$ cat src/rtl/track_pkg.sv
`default_nettype none

package track_pkg;

    localparam int COORD_WIDTH = 12;
    localparam int VEL_WIDTH = 8;
    localparam logic signed [COORD_WIDTH-1:0] CAR_RADIUS = 4;
    localparam int NUM_PIECES = 4;
    localparam int PIECE_IDX_WIDTH = 2;

    typedef enum logic [1:0] {
        PIECE_HORIZONTAL = 2'd0,
        PIECE_VERTICAL   = 2'd1,
        PIECE_ARC        = 2'd2
    } piece_kind_e;

    typedef enum logic [1:0] {
        STEP_IDLE  = 2'd0,
        STEP_SCAN  = 2'd1,
        STEP_APPLY = 2'd2
    } step_state_e;

    // For straights the box edges across the direction of travel are the borders.
    typedef struct packed {
        piece_kind_e                   kind;
        logic signed [COORD_WIDTH-1:0] x_left;
        logic signed [COORD_WIDTH-1:0] x_right;
        logic signed [COORD_WIDTH-1:0] y_bottom;
        logic signed [COORD_WIDTH-1:0] y_top;
        logic signed [COORD_WIDTH-1:0] center_x;
        logic signed [COORD_WIDTH-1:0] center_y;
        logic signed [COORD_WIDTH-1:0] radius_inner;
        logic signed [COORD_WIDTH-1:0] radius_outer;
    } track_piece_t;

    typedef struct packed {
        logic signed [COORD_WIDTH-1:0] x;
        logic signed [COORD_WIDTH-1:0] y;
        logic signed [VEL_WIDTH-1:0]   vx;
        logic signed [VEL_WIDTH-1:0]   vy;
    } car_state_t;

    typedef struct packed {
        logic flip_x;
        logic flip_y;
        logic in_region;
    } hit_t;

    // Car centre inside the piece box with inclusive edges.
    function automatic logic car_in_box(track_piece_t piece, car_state_t car);
        return ($signed(car.x) >= $signed(piece.x_left))
            && ($signed(car.x) <= $signed(piece.x_right))
            && ($signed(car.y) >= $signed(piece.y_bottom))
            && ($signed(car.y) <= $signed(piece.y_top));
    endfunction

endpackage

`default_nettype wire
$ cat src/rtl/race_track_top.sv
`default_nettype none

module race_track_top (
    input  logic                                  i_clk,
    input  logic                                  i_reset,
    input  logic                                  i_piece_wr,
    input  logic [track_pkg::PIECE_IDX_WIDTH-1:0] i_piece_index,
    input  track_pkg::track_piece_t               i_piece,
    input  logic                                  i_load,
    input  track_pkg::car_state_t                 i_car,
    input  logic                                  i_step,
    output track_pkg::car_state_t                 o_car,
    output logic                                  o_done,
    output logic                                  o_collided,
    output logic                                  o_off_track
);

    logic [track_pkg::PIECE_IDX_WIDTH-1:0] rd_index;
    track_pkg::track_piece_t               rd_piece;
    track_pkg::car_state_t                 held_car;
    track_pkg::hit_t                       straight_hit;
    track_pkg::hit_t                       arc_hit;

    track_store u_track_store (
        .i_clk      (i_clk),
        .i_reset    (i_reset),
        .i_wr       (i_piece_wr),
        .i_wr_index (i_piece_index),
        .i_wr_piece (i_piece),
        .i_rd_index (rd_index),
        .o_rd_piece (rd_piece)
    );

    straight_collision u_straight_collision (
        .i_piece (rd_piece),
        .i_car   (held_car),
        .o_hit   (straight_hit)
    );

    arc_collision u_arc_collision (
        .i_piece (rd_piece),
        .i_car   (held_car),
        .o_hit   (arc_hit)
    );

    car_physics u_car_physics (
        .i_clk          (i_clk),
        .i_reset        (i_reset),
        .i_load         (i_load),
        .i_car          (i_car),
        .i_step         (i_step),
        .o_rd_index     (rd_index),
        .i_straight_hit (straight_hit),
        .i_arc_hit      (arc_hit),
        .o_held_car     (held_car),
        .o_car          (o_car),
        .o_done         (o_done),
        .o_collided     (o_collided),
        .o_off_track    (o_off_track)
    );

endmodule

`default_nettype wire

$ cat src/rtl/car_physics.sv
`default_nettype none

module car_physics (
    input  logic                                  i_clk,
    input  logic                                  i_reset,
    input  logic                                  i_load,
    input  track_pkg::car_state_t                 i_car,
    input  logic                                  i_step,
    output logic [track_pkg::PIECE_IDX_WIDTH-1:0] o_rd_index,
    input  track_pkg::hit_t                       i_straight_hit,
    input  track_pkg::hit_t                       i_arc_hit,
    output track_pkg::car_state_t                 o_held_car,
    output track_pkg::car_state_t                 o_car,
    output logic                                  o_done,
    output logic                                  o_collided,
    output logic                                  o_off_track
);

    track_pkg::step_state_e                state;
    logic [track_pkg::PIECE_IDX_WIDTH-1:0] scan_idx;
    logic                                  rd_valid;
    track_pkg::hit_t                       merged;
    track_pkg::hit_t                       acc;
    track_pkg::hit_t                       final_hit;
    track_pkg::car_state_t                 car;
    logic                                  bounced;

    assign o_rd_index = scan_idx;
    assign o_held_car = car;
    assign o_car      = car;

    // Each checker is silent on kinds it does not own.
    assign merged = i_straight_hit | i_arc_hit;

    // In APPLY the last piece is still on the store output.
    assign final_hit = acc | merged;
    assign bounced   = final_hit.flip_x || final_hit.flip_y;

    always_ff @(posedge i_clk) begin
        if (i_reset) begin
            state       <= track_pkg::STEP_IDLE;
            scan_idx    <= '0;
            rd_valid    <= 1'b0;
            acc         <= '0;
            car         <= '0;
            o_done      <= 1'b0;
            o_collided  <= 1'b0;
            o_off_track <= 1'b0;
        end else begin
            o_done   <= 1'b0;
            // Store data lags the index by one cycle.
            rd_valid <= (state == track_pkg::STEP_SCAN);

            case (state)
                track_pkg::STEP_IDLE: begin
                    if (i_load) begin
                        car <= i_car;
                    end
                    if (i_step) begin
                        state    <= track_pkg::STEP_SCAN;
                        scan_idx <= '0;
                        acc      <= '0;
                    end
                end

                track_pkg::STEP_SCAN: begin
                    if (rd_valid) begin
                        acc <= acc | merged;
                    end
                    scan_idx <= scan_idx + 1'b1;
                    if (scan_idx == track_pkg::PIECE_IDX_WIDTH'(track_pkg::NUM_PIECES - 1)) begin
                        state <= track_pkg::STEP_APPLY;
                    end
                end

                track_pkg::STEP_APPLY: begin
                    if (final_hit.flip_x) begin
                        car.vx <= -car.vx;
                    end
                    if (final_hit.flip_y) begin
                        car.vy <= -car.vy;
                    end
                    // Free move only when nothing bounced.
                    if (!bounced) begin
                        car.x <= car.x + {{(track_pkg::COORD_WIDTH - track_pkg::VEL_WIDTH)
                                          {car.vx[track_pkg::VEL_WIDTH-1]}}, car.vx};
                        car.y <= car.y + {{(track_pkg::COORD_WIDTH - track_pkg::VEL_WIDTH)
                                          {car.vy[track_pkg::VEL_WIDTH-1]}}, car.vy};
                    end
                    o_collided  <= bounced;
                    o_off_track <= !final_hit.in_region;
                    o_done      <= 1'b1;
                    state       <= track_pkg::STEP_IDLE;
                end

                default: begin
                    state <= track_pkg::STEP_IDLE;
                end
            endcase
        end
    end

endmodule

`default_nettype wire

$ cat src/rtl/arc_collision.sv
`default_nettype none

module arc_collision (
    input  track_pkg::track_piece_t i_piece,
    input  track_pkg::car_state_t   i_car,
    output track_pkg::hit_t         o_hit
);

    logic                                         is_arc;
    logic                                         in_region;
    logic                                         going_inward;
    logic                                         going_outward;
    logic                                         bounce;
    logic signed [track_pkg::VEL_WIDTH-1:0]       car_vx;
    logic signed [track_pkg::VEL_WIDTH-1:0]       car_vy;
    logic signed [track_pkg::COORD_WIDTH:0]       disp_x;
    logic signed [track_pkg::COORD_WIDTH:0]       disp_y;
    logic signed [track_pkg::COORD_WIDTH:0]       bound_inner;
    logic signed [track_pkg::COORD_WIDTH:0]       bound_outer;
    logic signed [2*track_pkg::COORD_WIDTH+2:0]   dist_sq;
    logic signed [2*track_pkg::COORD_WIDTH+2:0]   inner_sq;
    logic signed [2*track_pkg::COORD_WIDTH+2:0]   outer_sq;
    logic signed [track_pkg::COORD_WIDTH+track_pkg::VEL_WIDTH+1:0] dot;

    assign car_vx = i_car.vx;
    assign car_vy = i_car.vy;

    assign is_arc    = (i_piece.kind == track_pkg::PIECE_ARC);
    assign in_region = is_arc && track_pkg::car_in_box(i_piece, i_car);

    // Vector from the arc centre to the car.
    assign disp_x = i_car.x - i_piece.center_x;
    assign disp_y = i_car.y - i_piece.center_y;

    assign dist_sq = disp_x * disp_x + disp_y * disp_y;

    assign bound_inner = i_piece.radius_inner + track_pkg::CAR_RADIUS;
    assign bound_outer = i_piece.radius_outer - track_pkg::CAR_RADIUS;
    assign inner_sq    = bound_inner * bound_inner;
    assign outer_sq    = bound_outer * bound_outer;

    // Sign of the dot product gives radial direction; zero means tangential.
    assign dot           = car_vx * disp_x + car_vy * disp_y;
    assign going_inward  = (dot < 0);
    assign going_outward = (dot > 0);

    assign bounce = in_region
                 && (((dist_sq <= inner_sq) && going_inward)
                  || ((dist_sq >= outer_sq) && going_outward));

    always_comb begin
        o_hit.in_region = in_region;
        o_hit.flip_x    = bounce;
        o_hit.flip_y    = bounce;
    end

endmodule

`default_nettype wire

$ cat src/rtl/straight_collision.sv
`default_nettype none

module straight_collision (
    input  track_pkg::track_piece_t i_piece,
    input  track_pkg::car_state_t   i_car,
    output track_pkg::hit_t         o_hit
);

    logic                                 is_horizontal;
    logic                                 is_vertical;
    logic                                 in_box;
    logic signed [track_pkg::COORD_WIDTH-1:0] car_x;
    logic signed [track_pkg::COORD_WIDTH-1:0] car_y;
    logic signed [track_pkg::VEL_WIDTH-1:0]   car_vx;
    logic signed [track_pkg::VEL_WIDTH-1:0]   car_vy;
    logic signed [track_pkg::COORD_WIDTH:0]   dist_top;
    logic signed [track_pkg::COORD_WIDTH:0]   dist_bottom;
    logic signed [track_pkg::COORD_WIDTH:0]   dist_left;
    logic signed [track_pkg::COORD_WIDTH:0]   dist_right;
    logic                                 hit_y;
    logic                                 hit_x;

    assign car_x  = i_car.x;
    assign car_y  = i_car.y;
    assign car_vx = i_car.vx;
    assign car_vy = i_car.vy;

    assign is_horizontal = (i_piece.kind == track_pkg::PIECE_HORIZONTAL);
    assign is_vertical   = (i_piece.kind == track_pkg::PIECE_VERTICAL);
    assign in_box        = track_pkg::car_in_box(i_piece, i_car);

    // Gap between the car edge and each border goes negative once they overlap.
    assign dist_top    = i_piece.y_top - car_y - track_pkg::CAR_RADIUS;
    assign dist_bottom = car_y - track_pkg::CAR_RADIUS - i_piece.y_bottom;
    assign dist_left   = car_x - track_pkg::CAR_RADIUS - i_piece.x_left;
    assign dist_right  = i_piece.x_right - car_x - track_pkg::CAR_RADIUS;

    // Only a border the car is moving toward counts.
    assign hit_y = ((dist_top <= 0) && (car_vy > 0))
                || ((dist_bottom <= 0) && (car_vy < 0));
    assign hit_x = ((dist_left <= 0) && (car_vx < 0))
                || ((dist_right <= 0) && (car_vx > 0));

    always_comb begin
        o_hit           = '0;
        o_hit.in_region = (is_horizontal || is_vertical) && in_box;
        o_hit.flip_y    = is_horizontal && in_box && hit_y;
        o_hit.flip_x    = is_vertical && in_box && hit_x;
    end

endmodule

`default_nettype wire

$ cat src/rtl/track_store.sv
`default_nettype none

module track_store (
    input  logic                                 i_clk,
    input  logic                                 i_reset,
    input  logic                                 i_wr,
    input  logic [track_pkg::PIECE_IDX_WIDTH-1:0] i_wr_index,
    input  track_pkg::track_piece_t              i_wr_piece,
    input  logic [track_pkg::PIECE_IDX_WIDTH-1:0] i_rd_index,
    output track_pkg::track_piece_t              o_rd_piece
);

    track_pkg::track_piece_t pieces [track_pkg::NUM_PIECES];

    // Reset leaves zero-size horizontal pieces.
    always_ff @(posedge i_clk) begin
        if (i_reset) begin
            for (int i = 0; i < track_pkg::NUM_PIECES; i++) begin
                pieces[i]      <= '0;
                pieces[i].kind <= track_pkg::PIECE_HORIZONTAL;
            end
        end else if (i_wr) begin
            pieces[i_wr_index] <= i_wr_piece;
        end
    end

    // Registered read with one cycle of latency.
    always_ff @(posedge i_clk) begin
        o_rd_piece <= pieces[i_rd_index];
    end

endmodule

`default_nettype wire

$ cat config.mk
export PLATFORM = sky130hd
export DESIGN_NAME = race_track_top
export DESIGN_NICKNAME = d
export VERILOG_FILES = /design/src/rtl/track_pkg.sv /design/src/rtl/race_track_top.sv /design/src/rtl/car_physics.sv /design/src/rtl/arc_collision.sv /design/src/rtl/straight_collision.sv /design/src/rtl/track_store.sv
export SDC_FILE = /design/constraint.sdc
export NUM_CORES = 2
export LEC_CHECK = 0
export BUFFER_PORTS_ARGS = -buffer_cell sky130_fd_sc_hd__clkbuf_2
export CORE_MARGIN = 2
export CORE_UTILIZATION = 40
export CTS_CLUSTER_SIZE = 14
export DETAILED_ROUTE_END_ITERATION = 8
export PLACE_DENSITY_LB_ADDON = 0.25
export SLEW_MARGIN = 20
export SYNTH_ARGS = -nofsm -noshare
export SYNTH_HDL_FRONTEND = slang
export SYNTH_HIERARCHICAL = 1
export SYNTH_SLANG_ARGS = --single-unit
export TNS_END_PERCENT = 30
$ cat constraint.sdc
create_clock -name i_clk -period 16.05 [get_ports i_clk]
set_input_delay 1.605 -clock i_clk [delete_from_list [all_inputs] [get_ports i_clk]]
set_output_delay 1.605 -clock i_clk [all_outputs]
set_load 0.05 [all_outputs]
==> out/qor.csv <==
metric,value,unit
wl_per_cell,18.69,um
seqCellArea,0.01476,mm^2
first_global_vias,45680,
cts_resized,0,
fill_cells,14850,
drv_cap,0,
coreArea,0.1537,mm^2
min_period,13.94,ns
synthArstFlopShare,0,
drtPass1Iterations,5,
mostFrequentLayoutCell,inv_1,
skew,0.05005,ns
fin_crit_sh,0.8683,
grt_pass1_wl,251.6,mm
first_iter_violations,2635,
grt_antenna_before_repair,6,
dieArea,0.1577,mm^2
path_clk_slew,0.06,ns
postCtsHoldBufs,0,
vias_per_cell,5.123,
rsz0062_at_grt,no,
multiInputGateArea,0.04137,mm^2
start_kind,flip-flop,
fin_tns_setup,0,ns
synth_cell_type_count,107,
cts_made_buffers,53,
status,"finished, final reports clean",
r2r_end,u_car_physics/o_car[37],
yosysWarnings,6,
cp_slowest_cell,dfxtp_1,
worstHoldStart,u_car_physics/o_off_track,
yosysSeqAreaShare,0.2387,
place.gp.congestion,0.8851,
postRouteAntennaNets,0,
hp-class,reg2reg,
die_w,397.1,um
min_path_cells,2,
worstSetupPathType,reg2reg,
hold_violations,0,
cts_root_buffer,clkbuf_16,
overflow,0,
crit_path_max_fanout,21,
cts_setup_buffers,0,
critical_path_arrival,14.44,ns
slew_viol_final,0,
hpwlAfterDp,121.4,mm
initial_core_util,0.4022,
rr_worst_depth,52,
rrSetupSlack,2.11,ns
grt_max_degree,66,
synth_seq_cells,541,
end_kind,flip-flop,
max_freq,71.76,MHz
ios,188,
max_stage_delay,0.72,ns
route.detailed.drc,0,
vias,43070,
drive_gt1_frac,0.08065,
grt_usage,0.2029,
slew_headroom,0.2234,
cts_tree,done,
cts-htree-levels,2,
syn_to_final_growth,7.790,%
portBuffers,187,
clock-sinks,541,
ys.flop_type,edfxtp_1,
worstReg2RegStart,u_car_physics/o_car[17],
rows,144,
dieHeight,397.1,um
syn_inst,6229,
synth_nets,7826,
netlist_area,0.06181,mm^2
setup_viol,0,
layout_common_cells,"inv_1 (1211), fa_1 (792), nor2_1 (723)",
synth-edff-count,392,
crit_required,16.55,ns
nNetsFinal,7913,
wirelength,157.2,mm
hold_end,u_car_physics/o_off_track,
synth_area_per_cell,9.922,um^2
clk-insertion-delay-late,0.64,ns
tightest_slew,1.162,ns
cts_max_path_buffers,3,
worst max-delay path by stage:
stage	start	to	cells after the start
after floorplan	u_car_physics/o_car[17]	u_car_physics/o_car[38]	54
after global placement	u_car_physics/o_car[17]	u_car_physics/o_car[25]	51
after detailed placement	u_car_physics/o_car[17]	u_car_physics/o_car[25]	51
after CTS	u_car_physics/o_car[17]	u_car_physics/o_car[25]	51
after global routing	u_car_physics/o_car[17]	u_car_physics/o_car[37]	52
final	u_car_physics/o_car[17]	u_car_physics/o_car[37]	52
Yosys cell counts (18+ instances only):
cell type,n,share of area
a21oi_1,178,0.014
o211ai_1,25,0.0030
xnor2_1,156,0.022
xor2_1,55,0.0078
nor2b_1,56,0.0057
nand3b_1,108,0.013
inv_1,1211,0.074
fa_1,793,0.26
edfxtp_1,392,0.19
a31oi_1,28,0.0028
a21o_1,74,0.0090
mux4_2,98,0.036
a211oi_1,27,0.0033
o21a_1,38,0.0046
buf_4,44,0.0053
o21bai_1,26,0.0032
nand2b_1,67,0.0068
nor3_1,65,0.0053
ha_1,659,0.13
and2_1,119,0.012
dfxtp_1,149,0.048
nand4_1,27,0.0027
nand3_1,59,0.0048
o21ai_0,108,0.0087
clkinv_1,18,0.0011
clkbuf_1,138,0.0084
nor2_1,723,0.044
nand2_1,436,0.026
buf_2,33,0.0027
nor4_1,26,0.0026
layout make-up:
cell class,count,area share
tap,2044,0.03839
multi-input combinational,4228,0.6210
sequential,541,0.2216
clock buffer,76,0.02274
antenna,2,0.00007512
clock inverter,24,0.004113
timing repair buffer,261,0.02276
inverter,1231,0.06936
critical path: cells and delay by family, from the launching register on:
family / cells / cell delay (ns)
fa+ha+maj: 10 / 4.27
buf+inv: 6 / 1.25
simple gates: 10 / 1.68
compound gates: 23 / 5.15
flops: 1 / 0.72
xor+xnor: 3 / 0.75
metrics by stage:
step | cell area (um^2) | std cells | setup slack, ns | hold slack, ns | util
2_1_floorplan | 61810 | 6229 | 4.198 | 0.4548 | -
6_report | 66620 | 8407 | 2.114 | 0.5047 | 0.4335
3_3_place_gp | 64800 | 8304 | 2.303 | 0.4983 | 0.4216
3_5_place_dp | 64800 | 8304 | 1.879 | 0.5027 | 0.4216
5_1_grt | 66620 | 8405 | 0.8897 | 0.5247 | 0.4334
4_1_cts | 66590 | 8404 | 1.831 | 0.5186 | 0.4333
registers in the layout, summed over array words and instances, names as in the netlist:
name,flops
u_car_physics/acc,3
u_car_physics/o_off_track,1
u_car_physics/o_rd_index,2
u_track_store/pieces,392
u_car_physics/o_done,1
u_car_physics/o_car,40
u_track_store/o_rd_piece,98
u_car_physics/o_collided,1
u_car_physics/state,2
u_car_physics/rd_valid,1
metal layers:
layer	share of wire	global-route usage	up-vias
met1	0.42	0.2616	21620
met5	0.000051	0	-
met3	0.046	0.02498	228
met4	0.033	0.06287	2
met2	0.50	0.3544	927
li1	-	-	20290
logic make-up (layout without fill, tap and decap cells):
logic type	count (synthesis)	after routing	synth area share
muxes	115	115	0.03846
adders and majority gates	1454	1454	0.3906
DFF	541	541	0.2387
xor gates and xnor gates	215	215	0.03116
and+or+nand+nor	1766	1766	0.1326
AOI/OAI and AO/OA	678	678	0.07480
buffers and inverters	1460	1592	0.09363
other	0	2	0
Power is not shown: default switching activity piles up to over one toggle a cycle in this logic, so the estimate is an artifact.
